--- src/logic/cluster_pkg.sv ---
package cluster_pkg;

	////////////////////////////////////////
	// Chunk geometry
	////////////////////////////////////////

	// Positions per chunk, also the sparsemap width
	localparam int CHUNK_LEN = 16;

	// Position or nonzero slot index
	localparam int IDX_W = $clog2(CHUNK_LEN);

	// Nonzero value width, signed
	localparam int VAL_W = 8;

	////////////////////////////////////////
	// Cluster shape
	////////////////////////////////////////

	localparam int CU_NUM = 4;
	localparam int CU_SEL_W = $clog2(CU_NUM);

	// Accumulator and output width
	localparam int ACC_W = 32;

	// Shared IFM buffer serves one read port per unit
	localparam int IFM_RD_PORTS = CU_NUM;

	// A filter buffer is read by its own unit only
	localparam int FIL_RD_PORTS = 1;

	////////////////////////////////////////
	// Types
	////////////////////////////////////////

	typedef logic [CHUNK_LEN-1:0] sparsemap_t;

	// Named signed type so that array elements stay signed
	typedef logic signed [VAL_W-1:0] val_t;

	// Compressed chunk, nonzero value 0 sits at the low end
	typedef struct packed {
		sparsemap_t           sparsemap;
		val_t [CHUNK_LEN-1:0] values;
	} chunk_word_t;

	typedef logic [CU_NUM-1:0] cu_mask_t;

	typedef logic signed [ACC_W-1:0] acc_t;

endpackage

--- src/logic/cluster_control.sv ---
`timescale 1ns/100ps

module cluster_control (
	 input  logic                             clk_i
	,input  logic                             rst_i

	// Filter write gating
	,input  logic                             fil_wr_valid_i
	,input  cluster_pkg::cu_mask_t            fil_cu_mask_i
	,output cluster_pkg::cu_mask_t            fil_wr_valid_o

	// End collection
	,input  cluster_pkg::cu_mask_t            unit_end_i
	,output logic                             total_chunk_end_o

	// Output unit select
	,input  logic [cluster_pkg::CU_SEL_W-1:0] out_sel_i
	,output logic [cluster_pkg::CU_SEL_W-1:0] out_sel_o
);
	import cluster_pkg::*;

	cu_mask_t            end_flag_r;
	cu_mask_t            end_seen_w;
	logic                total_end_r;
	logic [CU_SEL_W-1:0] out_sel_r;

	////////////////////////////////////////
	// Filter write strobes
	////////////////////////////////////////

	// Lands in the unit buffers at the same edge as the IFM write
	assign fil_wr_valid_o = fil_cu_mask_i & {CU_NUM{fil_wr_valid_i}};

	////////////////////////////////////////
	// End flags
	////////////////////////////////////////

	// Units finish at different times, so each end pulse is held
	assign end_seen_w = end_flag_r | unit_end_i;

	always_ff @(posedge clk_i) begin
		if (rst_i) begin
			end_flag_r  <= '0;
			total_end_r <= 1'b0;
		end else if (&end_seen_w) begin
			// Last unit in, fire once and start over
			end_flag_r  <= '0;
			total_end_r <= 1'b1;
		end else begin
			end_flag_r  <= end_seen_w;
			total_end_r <= 1'b0;
		end
	end

	assign total_chunk_end_o = total_end_r;

	////////////////////////////////////////
	// Output select
	////////////////////////////////////////

	always_ff @(posedge clk_i) begin
		if (rst_i) begin
			out_sel_r <= '0;
		end else begin
			out_sel_r <= out_sel_i;
		end
	end

	assign out_sel_o = out_sel_r;

endmodule

--- config.mk ---
export PLATFORM = sky130hd
export DESIGN_NAME = cluster_control
export DESIGN_NICKNAME = d
export VERILOG_FILES = /design/src/logic/cluster_pkg.sv /design/src/logic/cluster_control.sv
export SDC_FILE = /design/constraint.sdc
export NUM_CORES = 1
export LEC_CHECK = 0
export BUFFER_PORTS_ARGS = -buffer_cell sky130_fd_sc_hd__buf_2
export CAP_MARGIN = 10
export CORE_AREA = 2 2 39 41
export CTS_CLUSTER_SIZE = 40
export DETAILED_ROUTE_END_ITERATION = 12
export DIE_AREA = 0 0 41 43
export HOLD_SLACK_MARGIN = 0.02
export PLACE_DENSITY_LB_ADDON = 0.08
export SLEW_MARGIN = 10
export SYNTH_ARGS = -nofsm -noshare
export SYNTH_HDL_FRONTEND = slang
export SYNTH_SLANG_ARGS = --single-unit
--- constraint.sdc ---
create_clock -name clk_i -period 0.85 [get_ports clk_i]
set_input_delay 0.1275 -clock clk_i [delete_from_list [all_inputs] [get_ports clk_i]]
set_output_delay 0.1275 -clock clk_i [all_outputs]
set_load 0.05 [all_outputs]
* Word-level counts from Yosys, hierarchy flattened *
Index checks and enable logic that the tools add are counted.

cells by class
  bitwise gates (word level) = 2
  reductions and logical operators = 2
  mux-type cells = 1

operators with widths
  operator             count
  4-bit bitwise AND    1
  4-bit OR             1
  4-bit AND reduction  1
  2-bit OR reduction   1
  1-bit 2-to-1 mux     1

word-level totals
  bits of input ports = 13
  flip-flop bits (word level) = 7
  output and inout port bits = 7
  logic and storage cells = 8

* Logic depth before layout (Yosys ltp) *
  word-level depth = 3
  gate-level depth with buffers = 2
  gate-level depth less buffers = 2

* Least setup slack after synthesis *
Ideal clock, no wire load.

  path type = flip-flop to flip-flop
  start point = register end_flag_r[2]
  end point = register total_end_r (netlist: total_chunk_end_o)
  path buffers = 0
  required time = 733 ps
  stages on the path, launching flop included = 3
  setup slack = 11 ps
  clock period less this slack = 839 ps
  setup time = 117 ps
  arrival = 722 ps
  cell sequence = dfxtp_1 > o22a_2 > and3b_2

on the way
  word-level cells in the longest chain between the ends = 3

ends and longest elaborated chain
  what                    RTL line               RTL
  from (decl)             cluster_control.sv:22  cu_mask_t end_flag_r;
  from (signal assigned)  cluster_control.sv:50  end_flag_r <= end_seen_w;
  4-bit OR                cluster_control.sv:39  assign end_seen_w = end_flag_r | unit_end_i;
  4-bit AND reduction     cluster_control.sv:45  end else if (&end_seen_w) begin
  1-bit 2-to-1 mux        cluster_control.sv:45
  to (signal assigned)    cluster_control.sv:44  total_end_r <= 1'b0;
  to (signal assigned)    cluster_control.sv:48  total_end_r <= 1'b1;
  to (signal assigned)    cluster_control.sv:51  total_end_r <= 1'b0;
  to (decl)               cluster_control.sv:24  logic total_end_r;

Every way passes these cells.
A chain may end at the register's enable or synchronous reset.

* Worst setup path in the final report *
Ends and elaborated chain as after synthesis.

==> run summary <==
drc violations = 0
actual slew at the worst max-slew pin = 0.255 ns
Max-cap violations = 0
#FFs+latches synth = 7
port bufs = 19
Hold WC Path Type = input pin to flop
hold buffers post-CTS = 0
Detailed Route WL = 657 um
total number of yosys warnings = 0
met2 GRT Util = 11.6%
main combinational cell family by area after synthesis = simple AND/OR/NAND/NOR gates
clock root cell = clkbuf_4
Worst setup EP type = flop
pin count of the biggest net entering global routing = 8
RSZ-0062 raised after global routing = yes
delay-heaviest family, CP = flip-flops
Syn Nets = 37
Fmax achieved = 1120 MHz
total core area = 0.00138 mm^2
Crit Path Class = flop to flop
M3 GR Usage = 6.28%
Yosys top cell by area = dfxtp_1
Die H = 43 um
WL per Instance = 10.3 um
top post-synthesis cells by area = dfxtp_1 56%, a211oi_1 12%, and2_1 10%
Layout Nets = 62
Seq/Total Area, Yosys = 55.7%
antenna violations before repair = 0
crit-path cells = o22a_4, and3b_2
mux contribution to synthesized area = 0%
# rows = 14
clock latency on the worst-skew pair = 0.24 ns
CP max FO = 5
Reg2Reg Capture Point = total_chunk_end_o$_SDFF_PP0_
Tot Pwr = 0.875 mW
Worst path depth = 2
Tcrit/Tclk final = 105%
final-report hold violation count = 0
area share of fa/ha/maj cells after synthesis = 0%
busiest layer in global routing = met2
reg2reg setup slack = -0.04 ns
met1 Use GR = 9.39%
Place WS = -0.0296 ns
die area = 0.00176 mm^2
Post-Synth Simple-Gate Area = 24.9%
synthesized area = 251 um^2
Leak Pwr = 0.212 nW
Routed Antenna Nets = 0
area share of the largest cell type after synthesis = 55.7%
Worst Setup Start Kind = flop
XOR/XNOR Fraction of Synth Area = 0%
Final Max Slew Viols = 0
num ports = 20
Initial Utilization = 18.2%
Clock Skew = 0.00217 ns
Synth Area in Compound Gates = 19.4%
initial drt markers = 5
Bufs and invs on worst path = 0
CTS Buf Count = 3
count of cell types in the netlist = 8
Crit Reg-Reg Startpoint = end_flag_r[2]$_SDFF_PP0_
worst reg2reg path depth = 2
Hold Path Origin = out_sel_i[0]
placed inst area = 367 um^2
slowest stage delay, CP = 0.32 ns
Die W = 41 um
vias post-DR = 276
Required @ worst endpoint = 0.99 ns
grt ovf = 0
fraction of layout cells with a size suffix above 1 = 70.8%
Layout fillers = 155
min Tclk post-route = 0.891 ns
run status = complete, but fails checks
first-pass GRT wire length = 945 um
final estimated routing congestion in global placement = 0.608
Placed Cells incl. Taps = 59
Area growth syn-to-layout = 86.1%
n_diodes = 0
Vias/cell = 4.31
worst vdd ir = 655 uV
Crit. Startpoint = end_flag_r[2]$_SDFF_PP0_
Setup violations, final = 3
critical path arrival = 1.03 ns
vias in the first global route = 250
end of the critical path = total_chunk_end_o$_SDFF_PP0_
Gate Count Post-Synth = 24
CTS Sinks = 7
Pre-Repair DR Iteration Count = 2
clock buffer depth = 2
failing checks = setup timing
setup slack after layout = -0.0414 ns
clock slew at reported path FFs = 0.05 ns
Final Cell Area = 468 um^2
mean post-synth cell area = 10.5 um^2
pwr/cell area = 1870 mW/mm^2
worst slew margin relative to its limit = 83.1%
CTS tree = done
Setup TNS = -0.0571 ns
non-filler cells, final = 64
Overall Global Routing Usage = 8.15%
Slowest-stage cell, CP = dfxtp_2
H-tree depth = 1
==> sequential cells by signal, summed over array words and instances, names as in the netlist <==
| register | count |
|---|---|
| total_chunk_end_o | 1 |
| end_flag_r | 4 |
| out_sel_o | 2 |
==> cell usage in the layout (no fill, tap or decap) <==
master,instances
a211oi_2,4
and2_1,4
and3b_2,1
buf_2,16
buf_4,1
buf_6,1
buf_8,2
clkbuf_1,1
clkbuf_4,3
dfxtp_1,3
dfxtp_2,4
nor2_1,4
nor2b_1,2
o22a_4,2
==> report_power, final <==
part	switching [mW]	internal [mW]	leakage [nW]
sequential	0.0161	0.357	0.0592
combinational	0.120	0.0925	0.137
clock	0.111	0.178	0.0150
==> per-stage QoR <==
stage	hold WS, ns	utilization, %
2_1_floorplan	0.199	-
3_3_place_gp	0.335	26.5
3_5_place_dp	0.347	26.5
4_1_cts	0.0924	31.2
5_1_grt	0.104	33.8
6_report	0.0957	33.8
==> kinds of logic (layout without fill, tap and decap cells) <==
family / Yosys count / in the layout
simple gates: 11 / 11
flops: 7 / 7
compound gates: 6 / 6
buf+inv: 0 / 24
==> synth_stat cells (all sizes together) <==
cell type,n
a211oi,4
nor2,4
and2,4
o22a,2
nor2b,2
dfxtp,7
and3b,1
==> area by class of cell <==
class                           instances  area (um^2)  share of cell area [%]
Sequential cell                         7          145                    31.0
Tap cell                               16         20.0                    4.28
Timing Repair Buffer                   20          129                    27.5
Clock buffer                            4         26.3                    5.61
Multi-Input combinational cell         17          148                    31.6
==> worst min path at each step <==
stage	slack (ns)	endpoint	cells after the start
floorplan	0.20	out_sel_o[0]$_SDFF_PP0_	1
global route	0.10	out_sel_o[0]$_SDFF_PP0_	2
global placement	0.33	out_sel_o[0]$_SDFF_PP0_	2
detailed placement	0.35	out_sel_o[0]$_SDFF_PP0_	2
CTS	0.09	out_sel_o[0]$_SDFF_PP0_	2
finish	0.1	out_sel_o[0]$_SDFF_PP0_	2
==> timing repair <==
item,4_1_cts,5_1_grt
buffers inserted,0,1
pin swaps,1,5
cloned,0,0
endpoints found under the setup margin,8,8
gates resized for setup,11,8
==> routing by layer <==
layer / vias to the layer above / share of wire [%]
met5: - / 0
met4: 0 / 0
met3: 0 / 6.7
met2: 8 / 51
met1: 132 / 42
li1: 136 / -
(Power assumes the default switching activity.)
