## config.mk

```make
export PLATFORM = sky130hd
export DESIGN_NAME = sparse_mac_unit
export DESIGN_NICKNAME = d
export VERILOG_FILES = /design/src/logic/cluster_pkg.sv /design/src/logic/sparse_mac_unit.sv
export SDC_FILE = /design/constraint.sdc
export NUM_CORES = 1
export LEC_CHECK = 0
export BUFFER_PORTS_ARGS = -buffer_cell sky130_fd_sc_hd__buf_4
export CAP_MARGIN = 10
export CORE_UTILIZATION = 40
export CTS_BUF_LIST = sky130_fd_sc_hd__clkbuf_16
export CTS_CLUSTER_SIZE = 20
export DETAILED_ROUTE_END_ITERATION = 8
export HOLD_SLACK_MARGIN = 0.03
export PLACE_DENSITY_LB_ADDON = 0.25
export SETUP_SLACK_MARGIN = 0.2
export SYNTH_ARGS = -nofsm -noshare
export SYNTH_HDL_FRONTEND = slang
export SYNTH_SLANG_ARGS = --single-unit
```

## constraint.sdc

```tcl
create_clock -name clk_i -period 24 [get_ports clk_i]
set_clock_uncertainty 0.2 [all_clocks]
set_input_delay 2.4 -clock clk_i [delete_from_list [all_inputs] [get_ports clk_i]]
set_output_delay 2.4 -clock clk_i [all_outputs]
set_load 0.05 [all_outputs]
```

## src/logic/cluster_pkg.sv

```systemverilog
package cluster_pkg;

	////////////////////////////////////////
	// Chunk geometry
	////////////////////////////////////////

	// Positions per chunk, also the sparsemap width
	localparam int CHUNK_LEN = 16;

	// Position or nonzero slot index
	localparam int IDX_W = $clog2(CHUNK_LEN);

	// Nonzero value width, signed
	localparam int VAL_W = 8;

	////////////////////////////////////////
	// Cluster shape
	////////////////////////////////////////

	localparam int CU_NUM = 4;
	localparam int CU_SEL_W = $clog2(CU_NUM);

	// Accumulator and output width
	localparam int ACC_W = 32;

	// Shared IFM buffer serves one read port per unit
	localparam int IFM_RD_PORTS = CU_NUM;

	// A filter buffer is read by its own unit only
	localparam int FIL_RD_PORTS = 1;

	////////////////////////////////////////
	// Types
	////////////////////////////////////////

	typedef logic [CHUNK_LEN-1:0] sparsemap_t;

	// Named signed type so that array elements stay signed
	typedef logic signed [VAL_W-1:0] val_t;

	// Compressed chunk, nonzero value 0 sits at the low end
	typedef struct packed {
		sparsemap_t           sparsemap;
		val_t [CHUNK_LEN-1:0] values;
	} chunk_word_t;

	typedef logic [CU_NUM-1:0] cu_mask_t;

	typedef logic signed [ACC_W-1:0] acc_t;

endpackage

```

## src/logic/sparse_mac_unit.sv

```systemverilog
`timescale 1ns/100ps

module sparse_mac_unit (
	 input  logic                          clk_i
	,input  logic                          rst_i

	,input  logic                          run_valid_i
	,input  logic                          acc_clear_i

	// Sparsemaps of the current read banks
	,input  cluster_pkg::sparsemap_t       ifm_sparsemap_i
	,input  cluster_pkg::sparsemap_t       fil_sparsemap_i

	// Nonzero value fetch
	,output logic [cluster_pkg::IDX_W-1:0] ifm_rd_addr_o
	,input  cluster_pkg::val_t             ifm_rd_data_i
	,output logic [cluster_pkg::IDX_W-1:0] fil_rd_addr_o
	,input  cluster_pkg::val_t             fil_rd_data_i

	,output logic                          unit_end_o
	,output cluster_pkg::acc_t             acc_o
);
	import cluster_pkg::*;

	logic                    busy_r;
	sparsemap_t              pending_r;
	logic [IDX_W-1:0]        pos_w;
	logic                    mac_en_w;
	logic signed [2*VAL_W-1:0] prod_w;
	acc_t                    acc_r;

	////////////////////////////////////////
	// Helpers
	////////////////////////////////////////

	// Priority encoder, lowest set bit wins
	function automatic logic [IDX_W-1:0] lowest_bit(input sparsemap_t map);
		logic [IDX_W-1:0] idx;
		idx = '0;
		for (int b = CHUNK_LEN - 1; b >= 0; b--) begin
			if (map[b]) begin
				idx = IDX_W'(b);
			end
		end
		return idx;
	endfunction

	// Number of nonzeros stored ahead of a position
	function automatic logic [IDX_W-1:0] count_below(
		input sparsemap_t       map,
		input logic [IDX_W-1:0] pos
	);
		logic [IDX_W-1:0] cnt;
		cnt = '0;
		for (int b = 0; b < CHUNK_LEN; b++) begin
			if (map[b] && (b < pos)) begin
				cnt = cnt + 1'b1;
			end
		end
		return cnt;
	endfunction

	////////////////////////////////////////
	// Match walk
	////////////////////////////////////////

	assign pos_w = lowest_bit(pending_r);

	// Both maps are held by the stable read banks for the whole run
	assign ifm_rd_addr_o = count_below(ifm_sparsemap_i, pos_w);
	assign fil_rd_addr_o = count_below(fil_sparsemap_i, pos_w);

	assign mac_en_w   = busy_r && (pending_r != '0);
	assign unit_end_o = busy_r && (pending_r == '0);

	always_ff @(posedge clk_i) begin
		if (rst_i) begin
			busy_r    <= 1'b0;
			pending_r <= '0;
		end else if (!busy_r) begin
			// Run pulses seen while busy are dropped
			if (run_valid_i) begin
				busy_r    <= 1'b1;
				pending_r <= ifm_sparsemap_i & fil_sparsemap_i;
			end
		end else if (pending_r == '0) begin
			busy_r <= 1'b0;
		end else begin
			pending_r[pos_w] <= 1'b0;
		end
	end

	////////////////////////////////////////
	// Multiply and accumulate
	////////////////////////////////////////

	assign prod_w = ifm_rd_data_i * fil_rd_data_i;

	// Accumulator carries over chunks until cleared
	always_ff @(posedge clk_i) begin
		if (rst_i || acc_clear_i) begin
			acc_r <= '0;
		end else if (mac_en_w) begin
			acc_r <= acc_r + acc_t'(prod_w);
		end
	end

	assign acc_o = acc_r;

endmodule

```

# Yosys cells after proc, flatten, opt, wreduce, memory -nomap -nowiden
# Index checks and enable logic that the tools add are counted.
# totals
register_bits	49
input_bits	52
output_inout_bits	41
elab_cells	146
# classes
addsub	29
mul	1
n_lt_le_gt_ge	17
n_eq_ne	1
muxes	54
n_bitwise	3
reduce_logical	38
# op_table
cell	n
$mux W4	44
$add A4 B1 Y4 const B	28
$mux W16	3
$logic_and A1 B1 Y1	33
$add A32 B16 Y32	1
$and A16 B16 Y16	2
$lt A4 B4 Y1 const A	7
$logic_not A16 Y1	1
$lt A3 B4 Y1 const A	4
$mul A8 B8 Y16	1
$not A16 Y16	1
$reduce_bool A16 Y1	1
$lt A1 B4 Y1 const A	2
$lt A2 B4 Y1 const A	2
$mux W1	6
$lt A4 B5 Y1 const B	1
$demux W1 S4	1
$ge A4 B1 Y1 const B	1
$ne A2 B2 Y1 const B	1
$reduce_and A2 Y1	1
$reduce_bool A2 Y1	1
$logic_or A1 B1 Y1	1

# Logic depth before layout (Yosys ltp)
# depth
ltp_word	47
depth_mapped	47
mapped_depth_nobuf	46

# Worst setup path before layout
# No wires, ideal clock.
# synth_timing
path_kind	in2out
startpoint	in ifm_sparsemap_i[1]
endpoint	out ifm_rd_addr_o[2] (netlist name)
arrival_time_ps	9834
required_time_ps	21400
slack_ps	11566
cell_stages	42
n_path_buf	1
cell_sequence	o21ai_0 > inv_1 > ha_1 > buf_2 > xnor2_1 > ha_1 > mux2_2 > a22oi_1 > nor2_1 > a21oi_1 > a21boi_0 > o31ai_1 > ha_1 > xnor2_1 > nor2_1 > a31oi_1 > xnor2_1 > mux2_4 > [... 6 more ...] > o31ai_1 > a21oi_1 > xnor2_1 > nor2_1 > a21oi_1 > ha_1 > xnor2_1 > o22ai_1 > xnor2_1 > nand2b_1 > nand2_1 > ha_1 > nor2_1 > a31oi_1 > ha_1 > nand2_1 > xnor2_1 > xnor2_1
# synth_via
elab_chain_len	28
# synth_lines
element	line	rtl
from (decl)	sparse_mac_unit.sv:11	,input cluster_pkg::sparsemap_t ifm_sparsemap_i
$logic_and A1 B1 Y1 (*)	sparse_mac_unit.sv:56	if (map[b] && (b < pos)) begin
$mux W4 (*)	sparse_mac_unit.sv:56	
$add A4 B1 Y4	sparse_mac_unit.sv:57	cnt = cnt + 1'b1;
$mux W4 (*)	sparse_mac_unit.sv:56	
$add A4 B1 Y4	sparse_mac_unit.sv:57	
$mux W4 (*)	sparse_mac_unit.sv:56	
$add A4 B1 Y4	sparse_mac_unit.sv:57	
$mux W4 (*)	sparse_mac_unit.sv:56	
[... 12 more ...]	n/a	
$add A4 B1 Y4	sparse_mac_unit.sv:57	
$mux W4 (*)	sparse_mac_unit.sv:56	
$add A4 B1 Y4	sparse_mac_unit.sv:57	
$mux W4 (*)	sparse_mac_unit.sv:56	
$add A4 B1 Y4	sparse_mac_unit.sv:57	
$mux W4 (*)	sparse_mac_unit.sv:56	
$add A4 B1 Y4	sparse_mac_unit.sv:57	
$mux W4 (*)	sparse_mac_unit.sv:56	
to (decl)	sparse_mac_unit.sv:15	,output logic [cluster_pkg::IDX_W-1:0] ifm_rd_addr_o
# Mark *: on every way between the ends. The rest lies on a longest branch, timed or not.

# Final worst setup path
# layout_timing
startpoint	in ifm_sparsemap_i[1]
endpoint	out ifm_rd_addr_o[3] (netlist name)
# The elaborated chain is that of the path after synthesis.

==> impl_metrics.py <==
metrics = {
    "timing": {
        "period_minus_slack_ps": 13280,
        "rsz0062_at_grt": "false",
        "hold_slack_ps": 267.9,
        "hold_viol": 0,
        "finalMaxSlewViolations": 0,
        "period_share_pct": 55.32,
        "tightest_slew_ps": 955.5,
        "max_freq_mhz": 75.33,
        "slew-limit-headroom_pct": 35.63,
        "tns_ps": 0,
        "setup_viol": 0,
    },
    "placed_design": {
        "placedInstanceArea_mm2": 0.01264,
        "port_buffers": 92,
        "place_congestion": 0.8897,
        "placed_cells": 1827,
        "dp_hpwl_um": 24600,
    },
    "critical_path": {
        "rr_worst_depth": 24,
        "critPathArrivalTime_ps": 10680,
        "r2r_setup_slack_ps": 17350,
        "cp_common_cell": "ha_1",
        "reg2reg_from": "acc_o[5]$_SDFFE_PP0P_",
        "cp_slowest_stage_delay_ps": 430,
        "cp-start-kind": "input pin",
        "end_kind": "primary output",
        "r2r_end": "acc_o[31]$_SDFFE_PP0P_",
        "required_ps": 21400,
        "crit_path_top_delay_cell": "o31ai_1",
        "worstSetupPathType": "in2out",
        "worstPathMaxFanout": 8,
    },
    "die": {
        "die_w_um": 172.5,
        "dieArea_mm2": 0.02976,
        "core_mm2": 0.02863,
        "num_rows": 62,
        "io_pins": 93,
        "initial_utilization_pct": 40.62,
        "die_y_um": 172.5,
    },
    "hold_path": {
        "min_delay_worst_endpoint": "acc_o[13]$_SDFFE_PP0P_",
        "worstHoldPathType": "reg2reg",
        "min-delay-start": "acc_o[13]$_SDFFE_PP0P_",
        "min_delay_path_depth": 2,
    },
    "synthesis": {
        "synth.distinct_cells": 96,
        "syn_area_mm2": 0.01163,
        "synth_area_leaders": "fa_1 23%, ha_1 11%, dfxtp_1 8.4%",
        "ys_ff_latch": 49,
        "synthesis.nets": 1683,
        "postSynthAreaPerCell_um2": 8.336,
        "post-synth-top-area-cell": "fa_1",
        "synth_edf_count": 0,
        "synthArstFlopShare_pct": 0,
        "syn_inst": 1395,
        "synth_top_area_share_pct": 23.41,
        "synth-main-ff-cell": "dfxtp_1",
        "synth_common_cells": "203 x inv_1, 147 x nand2_1, 136 x fa_1, 100 x ha_1, 88 x xnor2_1",
        "yosysSeqAreaShare_pct": 8.436,
        "yosysWarnings": 0,
        "yosysMostFrequentCell": "inv_1",
    },
    "clock_tree": {
        "cts_max_level": 2,
        "cts_hold_buf": 0,
        "clk_pin_slew_ps": 70,
        "clk_latency_ps": 310,
        "ctsLongestPathBuffers": 2,
        "cts-root-buf": "clkbuf_16",
        "cts_tree": "yes",
        "post_cts_resized": 0,
        "cts_buffers": 5,
        "cts_setup_buffers": 0,
        "clkSinkCount": 49,
    },
    "detailed_routing": {
        "final_antenna_net_count": 0,
        "drc": 0,
        "drt_first_iter_violations": 556,
        "viasPerCell": 5.407,
        "via_count": 9927,
        "dr.pass1.iters": 5,
        "wl_um": 30280,
        "wl_per_cell_um": 16.49,
    },
    "final_layout": {
        "postLayoutCellArea_mm2": 0.01278,
        "register_area_um2": 980.9,
        "syn_to_final_growth_pct": 9.899,
        "stdcell_count": 1836,
        "drive_gt1_share_pct": 11.30,
        "multi_input_area_mm2": 0.009633,
        "final_nets": 1738,
        "n_fill_cell": 2854,
    },
    "global_route": {
        "grt_pass1_wl_um": 49920,
        "track_usage_pct": 20.59,
        "antenna_found_initial": 2,
        "grt_pass1_vias": 9537,
        "met2_usage_pct": 32.81,
        "grtUsageMet1_pct": 29.16,
        "grt_busiest_layer": "met2",
        "grt_start_max_net_pins": 38,
        "gr-usage-met3_pct": 2.896,
        "grt_overflow": 0,
    },
    "pwr": {
        "combinationalPowerShare_pct": 90.2,
        "fin_total_pwr_mw": 1.883,
        "irDropWorstVdd_v": 0.00009256,
        "p_leak_nw": 5.747,
        "power_density_mw_per_mm2": 147.3,
        "swShare_pct": 55.36,
        "sequentialPowerShare_pct": 5.8,
        "clock_power_share_pct": 4.0,
        "p_int_mw": 0.8406,
        "switchingPower_mw": 1.042,
    },
    "run_status": {
        "status": "finished clean",
    },
    "flow_run": {
        "max_cap_viol_count": 0,
    },
}
-- registers in the layout, summed over array words and instances, names as in the netlist --
register,count
acc_o,32
pending_r,16
busy_r,1
-- power by group through the flow --
stage | logic (mW) | registers (mW) | clock network, mW
6_report | 1.70 | 0.109 | 0.0746
4_1_cts | 1.71 | 0.109 | 0.0767
2_1_floorplan | 1.31 | 0.146 | 0
5_1_grt | 1.91 | 0.111 | 0.0801
3_3_place_gp | 1.67 | 0.111 | 0
3_5_place_dp | 1.70 | 0.111 | 0
-- cell type report --
type,instances,share of cell area [%]
clock inverters,3,0.1175
diodes,1,0.01958
flip-flops and latches,49,7.676
multi-input cells,1086,75.38
well taps,384,3.760
repair buffers,103,6.051
clock buffers,5,0.9790
inverters,205,6.021
-- worst max-delay path, delay by kind of cell --
kind | cells | cell delay, ps
buf+inv | 3 | 430
xor+xnor | 8 | 1280
compound gates | 13 | 2440
simple gates | 8 | 920
fa+ha+maj | 7 | 2070
mux | 4 | 1120
-- routing by layer --
metal | vias to the layer above | wire length, µm
met4 | 2 | 672
met2 | 275 | 13840
met5 | - | 13
met1 | 4778 | 14210
met3 | 43 | 1537
li1 | 4829 | -
-- layout by cell type, fill, tap and decap left out, types with 48 or more instances in the layout --
cell type,count
inv_1,205
buf_4,103
nand2_1,147
ha_1,100
nor2_1,81
xnor2_1,88
fa_1,136
nand3_1,48
dfxtp_1,49
a21oi_1,74
-- worst max-delay path by stage --
stage / from / endpoint / slack, ps
final: ifm_sparsemap_i[1] / ifm_rd_addr_o[3] / 10720
after global routing: ifm_sparsemap_i[1] / ifm_rd_addr_o[3] / 10140
after CTS: ifm_sparsemap_i[1] / ifm_rd_addr_o[3] / 10840
after detailed placement: ifm_sparsemap_i[1] / ifm_rd_addr_o[3] / 10840
after global placement: ifm_sparsemap_i[1] / ifm_rd_addr_o[3] / 11160
after floorplan: ifm_sparsemap_i[1] / ifm_rd_addr_o[2] / 11570
-- metrics by stage --
stage | setup slack (ps) | utilization [%]
after floorplan | 11570 | -
after global placement | 11160 | 44.15
after detailed placement | 10840 | 44.15
after CTS | 10840 | 44.64
after global routing | 10140 | 44.65
final | 10720 | 44.65
-- logic make-up (layout without fill, tap and decap cells) --
group / after synthesis / count (layout) / synth area share [%]
and+or+nand+nor: 434 / 434 / 18.64
muxes: 16 / 16 / 1.592
other: 0 / 1 / 0
buffers and inverters: 260 / 316 / 8.812
AOI/OAI and AO/OA: 273 / 273 / 17.13
xor gates and xnor gates: 127 / 127 / 11.22
DFF: 49 / 49 / 8.436
adders and majority gates: 236 / 236 / 34.17
(Power assumes the default switching activity.)
